`src/common/bus_pkg.sv`:
```
// host register bus types, shared by the controller and its testbench.
// one access per cycle. writes land on the clock edge where wr is high,
// reads are combinational from addr.
package bus_pkg;

	// word addressed register map.
	typedef enum logic [3:0] {
		ADDR_LO = 4'd0,
		ADDR_HI = 4'd1,
		CMD     = 4'd2,
		DATA    = 4'd3,
		STATUS  = 4'd4
	} reg_addr_e;

	typedef struct packed {
		reg_addr_e   addr;
		logic [15:0] wdata;
		logic        wr;
	} bus_req_t;

endpackage

```
`src/common/flash_pkg.sv`:
```
// flash side types used between the register block and the SPI sequencer.
// opcodes follow the usual serial NOR command set.
package flash_pkg;

	// fixed by the flash device and the 16-bit host registers.
	localparam int FLASH_ADDR_BITS = 23;
	localparam int DATA_BITS = 16;

	typedef enum logic [7:0] {
		OP_READ = 8'h03,
		OP_WAKE = 8'hAB
	} opcode_e;

	typedef enum logic [2:0] {
		IDLE,
		SEND_OP,
		SEND_ADDR,
		GET_DATA,
		DONE
	} seq_state_e;

	typedef struct packed {
		logic                       go;
		opcode_e                    op;
		logic                       with_addr;
		logic [FLASH_ADDR_BITS-1:0] addr;
	} xfer_req_t;

endpackage

```
`src/rtl/flash_regs.sv`:
```
// host register block of the flash reader.
// holds the byte address, done status and last read word, and turns a CMD
// write into a one-cycle transfer request when the sequencer is idle.
`timescale 1ns/10ps

module flash_regs (
	input  logic                            CLK,
	input  logic                            RSTb,
	input  bus_pkg::bus_req_t               bus,
	output logic [15:0]                     rdata,
	input  logic                            busy,
	input  logic                            result_valid,
	input  logic [flash_pkg::DATA_BITS-1:0] result,
	output flash_pkg::xfer_req_t            req
);
	localparam int HI_BITS = flash_pkg::FLASH_ADDR_BITS - 16;

	logic [15:0]                     addr_lo;
	logic [HI_BITS-1:0]              addr_hi;
	logic [flash_pkg::DATA_BITS-1:0] data_r;
	logic                            done_r;
	logic                            go_r;
	logic                            is_read;
	logic                            issue;

	// a second command before the first one is taken is dropped.
	assign issue = bus.wr && (bus.addr == bus_pkg::CMD) && !busy && !go_r &&
		(bus.wdata[0] || bus.wdata[1]);

	always_ff @(posedge CLK) begin
		if (!RSTb) begin
			addr_lo <= '0;
			addr_hi <= '0;
			data_r <= '0;
			done_r <= 1'b0;
			go_r <= 1'b0;
			is_read <= 1'b0;
		end else begin
			go_r <= issue;
			if (bus.wr && (bus.addr == bus_pkg::ADDR_LO))
				addr_lo <= bus.wdata;
			if (bus.wr && (bus.addr == bus_pkg::ADDR_HI))
				addr_hi <= bus.wdata[HI_BITS-1:0];
			if (issue) begin
				done_r <= 1'b0;
				is_read <= bus.wdata[0];
			end else if (result_valid) begin
				done_r <= 1'b1;
				// wake carries no data.
				if (is_read)
					data_r <= result;
			end
		end
	end

	always_comb begin
		req.go = go_r;
		req.with_addr = is_read;
		req.addr = {addr_hi, addr_lo};
		if (is_read)
			req.op = flash_pkg::OP_READ;
		else
			req.op = flash_pkg::OP_WAKE;
	end

	// first flash byte sits in the upper half of data_r.
	always_comb begin
		case (bus.addr)
			bus_pkg::ADDR_LO: rdata = addr_lo;
			bus_pkg::ADDR_HI: rdata = {{(16 - HI_BITS){1'b0}}, addr_hi};
			bus_pkg::DATA:    rdata = {data_r[7:0], data_r[15:8]};
			bus_pkg::STATUS:  rdata = {15'd0, done_r};
			default:          rdata = 16'd0;
		endcase
	end

endmodule

```
`src/spi_master/spi_sequencer.sv`:
```
// phase sequencer for the SPI flash reader.
// walks opcode, address and data phases, loading the bit shifter for each one
// and handing the captured word back to the register block.
`timescale 1ns/10ps

module spi_sequencer (
	input  logic                            CLK,
	input  logic                            RSTb,
	input  flash_pkg::xfer_req_t            req,
	input  logic                            bit_last,
	input  logic [flash_pkg::DATA_BITS-1:0] rx_word,
	output logic                            load,
	output logic [23:0]                     tx_word,
	output logic [4:0]                      bit_count,
	output logic                            sample_en,
	output logic                            cs_active,
	output logic                            busy,
	output logic                            result_valid,
	output logic [flash_pkg::DATA_BITS-1:0] result
);
	localparam int ADDR_PAD = 24 - flash_pkg::FLASH_ADDR_BITS;

	flash_pkg::seq_state_e                 state;
	flash_pkg::seq_state_e                 state_next;
	logic                                  with_addr_r;
	logic [flash_pkg::FLASH_ADDR_BITS-1:0] addr_r;
	logic                                  start;

	assign start = (state == flash_pkg::IDLE) && req.go;

	// next phase is loaded in the bit_last cycle so SCK runs on without a gap.
	always_comb begin
		state_next = state;
		load = 1'b0;
		tx_word = 24'd0;
		bit_count = 5'd0;
		case (state)
			flash_pkg::IDLE:
				if (req.go) begin
					load = 1'b1;
					tx_word = {req.op, 16'h0000};
					bit_count = 5'd8;
					state_next = flash_pkg::SEND_OP;
				end
			flash_pkg::SEND_OP:
				if (bit_last) begin
					if (with_addr_r) begin
						load = 1'b1;
						tx_word = {{ADDR_PAD{1'b0}}, addr_r};
						bit_count = 5'd24;
						state_next = flash_pkg::SEND_ADDR;
					end else begin
						state_next = flash_pkg::DONE;
					end
				end
			flash_pkg::SEND_ADDR:
				if (bit_last) begin
					load = 1'b1;
					bit_count = 5'(flash_pkg::DATA_BITS);
					state_next = flash_pkg::GET_DATA;
				end
			flash_pkg::GET_DATA:
				if (bit_last)
					state_next = flash_pkg::DONE;
			flash_pkg::DONE:
				state_next = flash_pkg::IDLE;
			default:
				state_next = flash_pkg::IDLE;
		endcase
	end

	always_ff @(posedge CLK) begin
		if (!RSTb) begin
			state <= flash_pkg::IDLE;
			cs_active <= 1'b0;
			with_addr_r <= 1'b0;
		end else begin
			state <= state_next;
			cs_active <= (state_next == flash_pkg::SEND_OP) ||
				(state_next == flash_pkg::SEND_ADDR) ||
				(state_next == flash_pkg::GET_DATA);
			if (start)
				with_addr_r <= req.with_addr;
		end
	end

	// host may rewrite the address registers while a read runs.
	always_ff @(posedge CLK) begin
		if (start)
			addr_r <= req.addr;
	end

	assign sample_en = (state == flash_pkg::GET_DATA);
	assign busy = (state != flash_pkg::IDLE);
	assign result_valid = (state == flash_pkg::DONE);
	assign result = with_addr_r ? rx_word : '0;

endmodule

```
`src/spi_master/spi_shifter.sv`:
```
// SPI mode 0 bit engine.
// each bit lasts 2**TICK_BITS clocks with SCK high in the second half.
// MOSI shifts out MSB first, MISO is sampled as SCK rises.
`timescale 1ns/10ps

module spi_shifter #(
	parameter int TICK_BITS = 3
) (
	input  logic                            CLK,
	input  logic                            RSTb,
	input  logic                            load,
	input  logic [23:0]                     tx_word,
	input  logic [4:0]                      bit_count,
	input  logic                            sample_en,
	input  logic                            cs_active,
	output logic                            bit_last,
	output logic [flash_pkg::DATA_BITS-1:0] rx_word,
	output logic                            MOSI,
	input  logic                            MISO,
	output logic                            SCK,
	output logic                            CSb
);
	// last tick before SCK goes high.
	localparam logic [TICK_BITS-1:0] HALF_M1 = TICK_BITS'((1 << (TICK_BITS - 1)) - 1);

	logic [TICK_BITS-1:0] tick;
	logic [4:0]           bits_left;
	logic [23:0]          shift_r;
	logic                 active;
	logic                 bit_end;

	assign bit_end = active && (&tick);
	assign bit_last = bit_end && (bits_left == 5'd1);

	always_ff @(posedge CLK) begin
		if (!RSTb) begin
			tick <= '0;
			bits_left <= 5'd0;
			active <= 1'b0;
		end else if (load) begin
			tick <= '0;
			bits_left <= bit_count;
			active <= 1'b1;
		end else if (active) begin
			tick <= tick + 1'b1;
			if (bit_end) begin
				bits_left <= bits_left - 1'b1;
				if (bits_left == 5'd1)
					active <= 1'b0;
			end
		end
	end

	always_ff @(posedge CLK) begin
		if (load)
			shift_r <= tx_word;
		else if (bit_end)
			shift_r <= {shift_r[22:0], 1'b0};
		if (active && sample_en && (tick == HALF_M1))
			rx_word <= {rx_word[flash_pkg::DATA_BITS-2:0], MISO};
	end

	// tick wraps to zero at every bit end, so SCK is low at CSb edges.
	assign SCK = tick[TICK_BITS-1];
	assign MOSI = active ? shift_r[23] : 1'b0;
	assign CSb = ~cs_active;

endmodule

```
`src/rtl/flash_ctrl_top.sv`:
```
// top level of the SPI flash reader.
// host register bus in, SPI pins out. TICK_BITS sets the SCK period.
`timescale 1ns/10ps

module flash_ctrl_top #(
	parameter int TICK_BITS = 3
) (
	input  logic              CLK,
	input  logic              RSTb,
	input  bus_pkg::bus_req_t bus,
	output logic [15:0]       rdata,
	output logic              MOSI,
	input  logic              MISO,
	output logic              SCK,
	output logic              CSb
);
	flash_pkg::xfer_req_t            req;
	logic                            busy;
	logic                            result_valid;
	logic [flash_pkg::DATA_BITS-1:0] result;
	logic [flash_pkg::DATA_BITS-1:0] rx_word;
	logic                            load;
	logic [23:0]                     tx_word;
	logic [4:0]                      bit_count;
	logic                            sample_en;
	logic                            cs_active;
	logic                            bit_last;

	flash_regs u_regs (
		.CLK          (CLK),
		.RSTb         (RSTb),
		.bus          (bus),
		.rdata        (rdata),
		.busy         (busy),
		.result_valid (result_valid),
		.result       (result),
		.req          (req)
	);

	spi_sequencer u_seq (
		.CLK          (CLK),
		.RSTb         (RSTb),
		.req          (req),
		.bit_last     (bit_last),
		.rx_word      (rx_word),
		.load         (load),
		.tx_word      (tx_word),
		.bit_count    (bit_count),
		.sample_en    (sample_en),
		.cs_active    (cs_active),
		.busy         (busy),
		.result_valid (result_valid),
		.result       (result)
	);

	spi_shifter #(
		.TICK_BITS (TICK_BITS)
	) u_shift (
		.CLK       (CLK),
		.RSTb      (RSTb),
		.load      (load),
		.tx_word   (tx_word),
		.bit_count (bit_count),
		.sample_en (sample_en),
		.cs_active (cs_active),
		.bit_last  (bit_last),
		.rx_word   (rx_word),
		.MOSI      (MOSI),
		.MISO      (MISO),
		.SCK       (SCK),
		.CSb       (CSb)
	);

endmodule

```
`config.mk`:
```
export PLATFORM = sky130hd
export DESIGN_NAME = flash_ctrl_top
export DESIGN_NICKNAME = d
export VERILOG_FILES = /design/src/common/bus_pkg.sv /design/src/common/flash_pkg.sv /design/src/rtl/flash_regs.sv /design/src/spi_master/spi_sequencer.sv /design/src/spi_master/spi_shifter.sv /design/src/rtl/flash_ctrl_top.sv
export SDC_FILE = /design/constraint.sdc
export NUM_CORES = 1
export LEC_CHECK = 0
export ABC_AREA = 1
export BUFFER_PORTS_ARGS = -buffer_cell sky130_fd_sc_hd__buf_2
export CAP_MARGIN = 10
export CELL_PAD_IN_SITES_DETAIL_PLACEMENT = 1
export CELL_PAD_IN_SITES_GLOBAL_PLACEMENT = 1
export CORE_UTILIZATION = 41
export CTS_CLUSTER_SIZE = 10
export DETAILED_ROUTE_END_ITERATION = 7
export HOLD_SLACK_MARGIN = 0.06
export PLACE_DENSITY = 0.78
export SLEW_MARGIN = 10
export SYNTH_ARGS = -nofsm -noshare
export SYNTH_HDL_FRONTEND = slang
export SYNTH_SLANG_ARGS = --single-unit
```
`constraint.sdc`:
```
create_clock -name CLK -period 2.35 [get_ports CLK]
set_input_delay 0.235 -clock CLK [delete_from_list [all_inputs] [get_ports CLK]]
set_output_delay 0.235 -clock CLK [all_outputs]
set_load 0.005 [all_outputs]
```
* Word level (Yosys, flattened, before mapping)
Cells that the tools add are included.
Storage, ports and cells: register bits 119, bits of input ports 24, output and inout port bits 19
Operators by class: add/sub/neg operators 2, equality and inequality tests 13, mux-type cells 33, bitwise logic cells 3, reduce and logical (&&, ||, !) cells 26
Operators by type and width (number):
- $mux W24 | 4
- $pmux W16 S4 | 1
- $pmux W24 S2 | 1
- $mux W5 | 6
- $mux W23 | 1
- $mux W16 | 1
- $eq A3 B2 Y1 const B | 5
- $mux W3 | 5
- $pmux W5 S3 | 1
- $pmux W3 S4 | 1
- $logic_and A1 B1 Y1 | 11
- $mux W1 | 9
- $eq A4 B2 Y1 const B | 2
- $mux W8 | 1
- $eq A3 B1 Y1 const B | 2
- $reduce_and A3 Y1 | 2
- $eq A5 B1 Y1 const B | 1
- $sub A5 B1 Y5 const B | 1
- $eq A4 B1 Y1 const B | 1
- $eq A4 B3 Y1 const B | 1
- $logic_not A4 Y1 | 1
- $mux W4 | 1
- $reduce_bool A2 Y1 | 2
- $reduce_or A2 Y1 | 2
- 9 further kinds | 14

* Depth between registers and ports, before layout
Gate-level depths: netlist of the first run.
depth after elaboration 8, gate-level depth with buffers 12, mapped depth without buffers 11

* Hierarchy
A second synthesis of the first run with hierarchy kept.
Second synthesis, totals: cells, all modules 675, area total of the unflattened synthesis 5594.1 um^2
By module, submodules not included:
- flash_regs | times used 1, cells each 322, area an instance 2149.6 um^2
- spi_shifter | times used 1, cells each 191, area an instance 2048.2 um^2
- spi_sequencer | times used 1, cells each 162, area an instance 1396.3 um^2

* Worst setup path before layout of the first run
No wires, ideal clock.
path kind reg-to-reg, from register u_shift.tick[0], to register u_shift.rx_word[0] (netlist name) (enable), setup time 0.409 ns, data arrival time 1.838 ns, required time 1.941 ns, path slack 0.103 ns, cell stages (with the launch flop) 5, path buffers 0, clock period less this slack 2.247 ns, path through dfxtp_1 > ha_1 > ha_1 > nand3_1 > nor3_1
On the way: longest elaborated chain between the ends 2
Ends and longest elaborated chain:
- start, declared | RTL line spi_shifter.sv:26 | logic [TICK_BITS-1:0] tick;
- start signal, assigned | RTL line spi_shifter.sv:45 | tick <= tick + 1'b1;
- $eq A3 B2 Y1 | RTL line spi_shifter.sv:59 | if (active && sample_en && (tick == HALF_M1))
- $logic_and A1 B1 Y1 | RTL line spi_shifter.sv:59
- end signal, assigned | RTL line spi_shifter.sv:60 | rx_word <= {rx_word[flash_pkg::DATA_BITS-2:0], MISO};
- end, declared | RTL line spi_shifter.sv:17 | output logic [flash_pkg::DATA_BITS-1:0] rx_word,
No other way between the ends. A chain may end at the register's enable or synchronous reset.

* Worst setup path in the final report of the first run
from register u_shift.tick[0], to register u_shift.shift_r[21] (data pin)
On the way: longest elaborated chain between the ends 6, elaborated cells on any way between the ends 9
Ends and longest elaborated chain:
- $reduce_and A3 Y1 (*) | RTL line spi_shifter.sv:32 | assign bit_end = active && (&tick);
- $logic_and A1 B1 Y1 (*) | RTL line spi_shifter.sv:32
- $logic_and A1 B1 Y1 (*) | RTL line spi_shifter.sv:33 | assign bit_last = bit_end && (bits_left == 5'd1);
- $mux W1 (tied with other cells) | RTL line spi_sequencer.sv:57 | if (bit_last) begin
- $pmux W1 S3 or $pmux W24 S2 (tied branches) | RTL line spi_sequencer.sv:37 | case (state)
- $mux W24 (*) | RTL line spi_shifter.sv:55 | if (load)
- end signal, assigned | RTL line spi_shifter.sv:56 | shift_r <= tx_word;
- end signal, assigned | RTL line spi_shifter.sv:58 | shift_r <= {shift_r[22:0], 1'b0};
- end, declared | RTL line spi_shifter.sv:28 | logic [23:0] shift_r;
Every way passes the cells marked *; elsewhere a longest branch is shown, timed or not.

==> results by group, run 1 <==
Logic synthesis
  • Average size of a mapped cell: 9.94 sq um
  • Mapped Nets: 513
  • Post-Synth Simple-Gate Area: 0.153
  • Synth Area in Compound Gates: 0.122
  • Main combinational cell family by area after synthesis: simple AND/OR/NAND/NOR gates
  • Post-synthesis register bit count: 119
  • Post-synthesis cell area: 4810 sq um
  • Adder-cell share of the synthesized area: 0.0130
  • Cells after Synth: 484
  • Post-synthesis cell type count: 34
  • Yosys Warn Count: 0
  • Post-Synth XOR/XNOR Area: 0.00546
  • Post-synthesis mux area share: 0.00416
  • Sequential share of the synthesized area: 0.626

Floorplanning
  • Core area: 11,400 sq um
  • Die area: 12,200 sq um
  • Die Y: 110 um
  • DIE WIDTH: 110 um
  • Starting Density: 0.421
  • Cell Rows: 39
  • Ports: 43

Run status
  • Status: finished clean

STA
  • TNS Setup: 0 ns
  • Hold Slack: 0.0742 ns
  • Part of the cycle the worst path needs: 0.820
  • RSZ-0062 raised after global routing: false
  • Slew Limit Fails: 0
  • Peak Freq: 519 MHz
  • Crit path time final: 1.93 ns
  • Final Skew: 0.00848 ns
  • Relative slew slack: 0.445
  • Final hold violation count: 0
  • Final Setup Violations: 0
  • Slew @ Worst Pin: 0.831 ns

Setup path
  • Slowest stage delay, CP: 0.45 ns
  • CP endpoint kind: register
  • Crit path kind: register to register
  • Worst path arrival time: 2.21 ns
  • CP max stage cell: nor2_4
  • Worst flop-to-flop path startpoint: u_shift.tick[0]$_SDFFE_PP0P_
  • Worst Path Buf+Inv: 1
  • Crit-path max FO: 23
  • Crit start category: register
  • CP Data Required Time: 2.63 ns
  • Reg-to-reg slack, setup: 0.42 ns
  • R2R depth: 8
  • Reg2reg end: u_shift.shift_r[21]$_DFFE_PP_
  • Crit path max-delay family: simple AND/OR/NAND/NOR gates
  • Worst-path cell chain: ha_1, ha_1, nand2_4, clkinv_2, nand2_1, nor2_4, a21oi_1, nand2_1

Power
  • Pwr/cell area: 825 nW/um^2
  • P_leak: 2.26 nW
  • Max VDD drop: 0.510 mV

CTS
  • CTS Buf Count: 17
  • Clk root buf: clkbuf_16
  • H-tree Lvls: 4
  • Clock Pin Slew Worst Setup and Hold Paths: 0.06 ns
  • Worst-skew pair later-pin latency: 0.41 ns
  • Clk buf depth: 2
  • TritonCTS sink count: 119
  • TritonCTS clock tree: done

Routing
  • DR WL/cell: 16.7 um
  • Drt pass-1 iters: 4
  • Routed vias/inst: 5.24
  • DRT antenna net count: 0
  • Total vias in the final route: 3,619
  • Initial DRC count: 226
  • Total Wirelength: 11,600 um
  • DRC: 0

Global routing
  • First-pass GRT wire length: 18,800 um
  • Remaining Overflow, GRT: 0
  • Largest net degree at the start of global routing: 33
  • GR Util All Layers: 0.209
  • Initial antenna violation count: 0
  • Vias in the first global route: 3,790

Worst hold path
  • Hold_sp: bus[1]
  • Hold EP: u_regs.is_read$_SDFFE_PN0P_
  • Hold Crit Depth: 3
  • Hold Crit Class: primary input to register

Finish
  • Finished Layout Cells: 690
  • Commonest cells after routing, fill and taps aside: 109 x nand2_1, 63 x edfxtp_1, 59 x inv_1
  • Final Util: 0.500
  • Filler cell count in the final layout: 1,296
  • Ant diodes: 0
  • Nets@finish: 563
  • Most common cell after layout, fill and taps aside: nand2_1
  • Fraction of layout cells with a size suffix above 1: 0.177
  • P&R area growth vs syn: 18.6%

Place
  • Dpl hpwl: 7770 um
  • Routability Congestion: 0.757
  • PortBufs: 42
  • Dpl cells: 657

Run
  • Max-cap viol count: 0
-- sequential cells by signal, summed over array words and instances (netlist names) --
signal,flops
u_shift.bits_left,5
u_regs.is_read,1
u_shift.shift_r,24
u_regs.addr_hi,7
u_shift.rx_word,16
u_seq.state,3
u_shift.active,1
u_regs.addr_lo,16
u_seq.cs_active,1
u_shift.tick,3
u_regs.go_r,1
u_regs.data_r,16
u_seq.addr_r,23
u_seq.with_addr_r,1
u_regs.done_r,1
-- power by group --
group,switching [mW],internal (mW)
clock network,0.874,1.53
logic,0.0706,0.0325
registers,0.00824,2.19
total,0.952,3.76
-- worst max path at each step --
stage | from | end | slack [ns] | cells past startpoint
2_1_floorplan | u_shift.tick[0]$_SDFFE_PP0P_ | u_shift.rx_word[0]$_DFFE_PP_ | 0.10 | 4
3_3_place_gp | bus[20] | rdata[6] | 0.47 | 7
3_5_place_dp | bus[20] | rdata[6] | 0.42 | 7
4_1_cts | bus[20] | rdata[6] | 0.40 | 7
5_1_grt | u_shift.tick[0]$_SDFFE_PP0P_ | u_seq.state[1]$_SDFF_PN0_ | 0.26 | 10
6_report | u_shift.tick[0]$_SDFFE_PP0P_ | u_shift.shift_r[21]$_DFFE_PP_ | 0.42 | 8
-- cells by family after synthesis --
kind of cell	Yosys count
buf+inv	84
fa+ha+maj	5
compound gates	100
flops	119
simple gates	171
mux	2
xor+xnor	3
-- final cells by class --
cell class / count / area (sq um) / share of cell area
Timing Repair Buffer: 52 / 288 / 0.0504
Sequential cell: 119 / 3010 / 0.528
Tap cell: 143 / 179 / 0.0313
Clock inverter: 12 / 113 / 0.0197
Clock buffer: 20 / 437 / 0.0765
Multi-Input combinational cell: 281 / 1440 / 0.252
Inverter: 63 / 240 / 0.0421
-- through the flow --
step	area [sq um]	power (mW)	setup slack, ns
after detailed placement	5150	2.34	0.418
final	5710	4.71	0.423
after CTS	5710	4.74	0.402
after global routing	5710	4.85	0.257
after floorplan	4810	2.29	0.103
after global placement	5150	2.33	0.468
-- cell usage after synthesis --
library cell,instances,share of area
edfxtp_1,63,0.39
nand2_1,109,0.085
buf_2,5,0.0052
buf_4,5,0.0078
clkbuf_1,6,0.0047
nand2_2,4,0.0052
nor2_2,2,0.0026
nand2_4,2,0.0047
inv_1,59,0.046
buf_6,3,0.0070
buf_1,2,0.0016
clkinv_2,1,0.0010
o2111ai_1,1,0.0018
nor2_4,2,0.0047
o21ai_0,20,0.021
a21oi_1,45,0.047
ha_1,5,0.013
a211oi_1,17,0.027
nand3b_1,2,0.0031
nor3_2,1,0.0021
inv_2,2,0.0016
o221ai_1,6,0.011
nand4_1,2,0.0026
mux2i_1,2,0.0042
xor2_1,2,0.0036
o22ai_1,10,0.013
or2_2,1,0.0013
nor2_1,23,0.018
nor3_1,3,0.0031
o21ai_2,1,0.0018
nand3_1,20,0.021
xnor2_1,1,0.0018
dfxtp_1,56,0.23
inv_4,1,0.0013
-- routing by layer --
layer  wire (um)  up-vias  GRT usage
met5           0        -          0
met4         187        0     0.0780
met3         418       18     0.0664
met2        5940       66      0.359
met1        5010     1797      0.243
li1            -     1738          -
-- repair_timing --
| item | CTS | global route |
|---|---|---|
| gates resized for setup | 0 | 0 |
| endpoints found under the hold margin | 1 | 0 |
| hold buffers | 1 | 0 |
| buffers inserted | 0 | 0 |
| setup endpoints to repair | 0 | 0 |
-- worst reg2reg max path, cell delays in order (launching register included) --
cell,delay (ns)
dfxtp_1,0.35
ha_1,0.18
ha_1,0.20
nand2_4,0.08
clkinv_2,0.10
nand2_1,0.17
nor2_4,0.45
a21oi_1,0.16
nand2_1,0.10
(Power assumes the default switching activity.)
==> run 2, diff against run 1 <==
Settings changed: CORE_UTILIZATION 41 to 46, PLACE_DENSITY 0.78 to 0.83.
Clock period 2.35 ns to 1.9 ns, I/O delays scaled along.
==> results by group, run 2 (synthesized netlist as in run 1, its figures left out) <==
CTS
  • Worst-skew pair later-pin latency: 0.53 ns
  • Clock Pin Slew Worst Setup and Hold Paths: 0.06 ns
  • H-tree Lvls: 4
  • TritonCTS clock tree: done
  • CTS Buf Count: 17
  • TritonCTS sink count: 119
  • Clk root buf: clkbuf_8
  • Clk buf depth: 2

Global routing
  • Grt met1 use: 0.361
  • Largest net degree at the start of global routing: 33
  • Global route hottest layer: met2
  • Vias in the first global route: 4,142
  • Initial antenna violation count: 1
  • Remaining Overflow, GRT: 0
  • First-pass GRT wire length: 23,900 um
  • GR met3 Demand/Resource: 0.0695
  • Met2 Resource Use GR: 0.489
  • GR Util All Layers: 0.296

STA
  • Final Setup Violations: 0
  • TNS Setup: 0 ns
  • Hold Slack: 0.0818 ns
  • Crit path time final: 1.86 ns
  • Relative slew slack: 0.629
  • Slew @ Worst Pin: 0.556 ns
  • Part of the cycle the worst path needs: 0.978
  • Final hold violation count: 0
  • Peak Freq: 538 MHz
  • Slew Limit Fails: 0
  • Final Skew: 0.0104 ns

Floorplanning
  • Ports: 43
  • DIE WIDTH: 104 um
  • Core area: 9950 sq um
  • Starting Density: 0.483
  • Die Y: 104 um
  • Die area: 10,900 sq um
  • Cell Rows: 36

Place
  • Dpl cells: 649
  • PortBufs: 42
  • Dpl hpwl: 7900 um
  • Routability Congestion: 0.837

Finish
  • Nets@finish: 589
  • Most common cell after layout, fill and taps aside: nand2_1
  • Finished Layout Cells: 707
  • Top reg by flops: u_shift.shift_r
  • Largest register FFs: 24
  • Area occupied by multi-input gates: 1470 sq um
  • Fraction of layout cells with a size suffix above 1: 0.199
  • Leading registers by flop count: u_shift.shift_r x24, u_seq.addr_r x23
  • Final Util: 0.607
  • P&R area growth vs syn: 25.5%
  • Commonest cells after routing, fill and taps aside: 107 x nand2_1, 63 x edfxtp_1, 59 x inv_1
  • Total area of sequential cells: 3020 sq um
  • Filler cell count in the final layout: 1,065

Setup path
  • Worst path arrival time: 2.12 ns
  • CP max stage cell: dfxtp_2
  • Slowest stage delay, CP: 0.36 ns
  • R2R depth: 11
  • CP Data Required Time: 2.16 ns
  • Worst-path cell chain: ha_2, ha_4, nand2_4, inv_4, nand2_2, nor2_4, o21ai_2, nand2_4, inv_6, nand2_2, nand2_1
  • Worst Path Buf+Inv: 2
  • Crit path max-delay family: simple AND/OR/NAND/NOR gates
  • CP endpoint kind: register
  • Crit-path max FO: 23
  • Crit path kind: register to register
  • Crit start category: register
  • Stages on the worst setup path: 11

Power
  • Pwr/cell area: 1010 nW/um^2
  • P_leak: 2.39 nW
  • Max VDD drop: 0.606 mV

Worst hold path
  • Hold Crit Depth: 6
  • Hold Crit Class: primary input to register

Routing
  • Total Wirelength: 16,000 um
  • DRT antenna net count: 0
  • Initial DRC count: 317
  • Total vias in the final route: 4,021
  • DRC: 0
  • DR WL/cell: 22.6 um
  • Drt pass-1 iters: 4
  • Routed vias/inst: 5.69

Run status
  • Status: finished clean

Run
  • Max-cap viol count: 0
==> run 2: worst reg2reg max path, delay by kind of cell (launching register included) <==
family          cells  cell delay, ns
simple gates        6            0.56
fa+ha+maj           2            0.38
flops               1            0.36
buf+inv             2            0.19
compound gates      1            0.10
==> run 2: path summary, 6_finish.rpt <==
kind	from	slack [ns]	to
setup / recovery	u_shift.tick[1]$_SDFFE_PP0P_	0.04	u_shift.shift_r[19]$_DFFE_PP_
hold / removal	bus[17]	0.08	u_regs.go_r$_SDFF_PN0_
setup reg to reg	u_shift.tick[1]$_SDFFE_PP0P_	0.04	u_shift.shift_r[19]$_DFFE_PP_
hold reg to reg	u_regs.addr_lo[9]$_SDFFE_PN0P_	0.44	u_seq.addr_r[9]$_DFFE_PP_
==> run 2: layout make-up <==
| class | instances | area share |
|---|---|---|
| multi-input cells | 282 | 0.243 |
| repair buffers | 77 | 0.0928 |
| clock buffers | 18 | 0.0692 |
| inverters | 63 | 0.0404 |
| flip-flops and latches | 119 | 0.499 |
| diodes | 1 | 0.000414 |
| clock inverters | 14 | 0.0269 |
| well taps | 133 | 0.0276 |
==> run 2: report_power, final <==
group	total, mW	switching (mW)	internal, mW
combinational	0.176	0.107	0.0681
clock	3.22	1.31	1.90
sequential	2.72	0.0128	2.70
total	6.11	1.43	4.67
==> run 2: timing repair <==
action	in CTS	in global routing
gates cloned	1	0
endpoints found under the setup margin	24	30
resized for setup	3	7
buffers inserted	0	4
pin swaps	1	3
endpoints found under the hold margin	29	0
hold buffers	20	0
==> run 2: routing by layer <==
metal,wire length (um),part of all wire
met5,0,0
met4,586,0.037
met3,892,0.056
met2,8140,0.51
met1,6340,0.40
==> run 2: metrics by stage <==
stage	setup WS, ns	area, sq um	power [mW]
global placement	0.130	5180	2.89
global route	-0.0265	6040	6.22
CTS	0.00435	5970	6.09
floorplan	0.135	4820	2.83
detailed placement	-0.000517	5180	2.89
finish	0.0426	6040	6.11
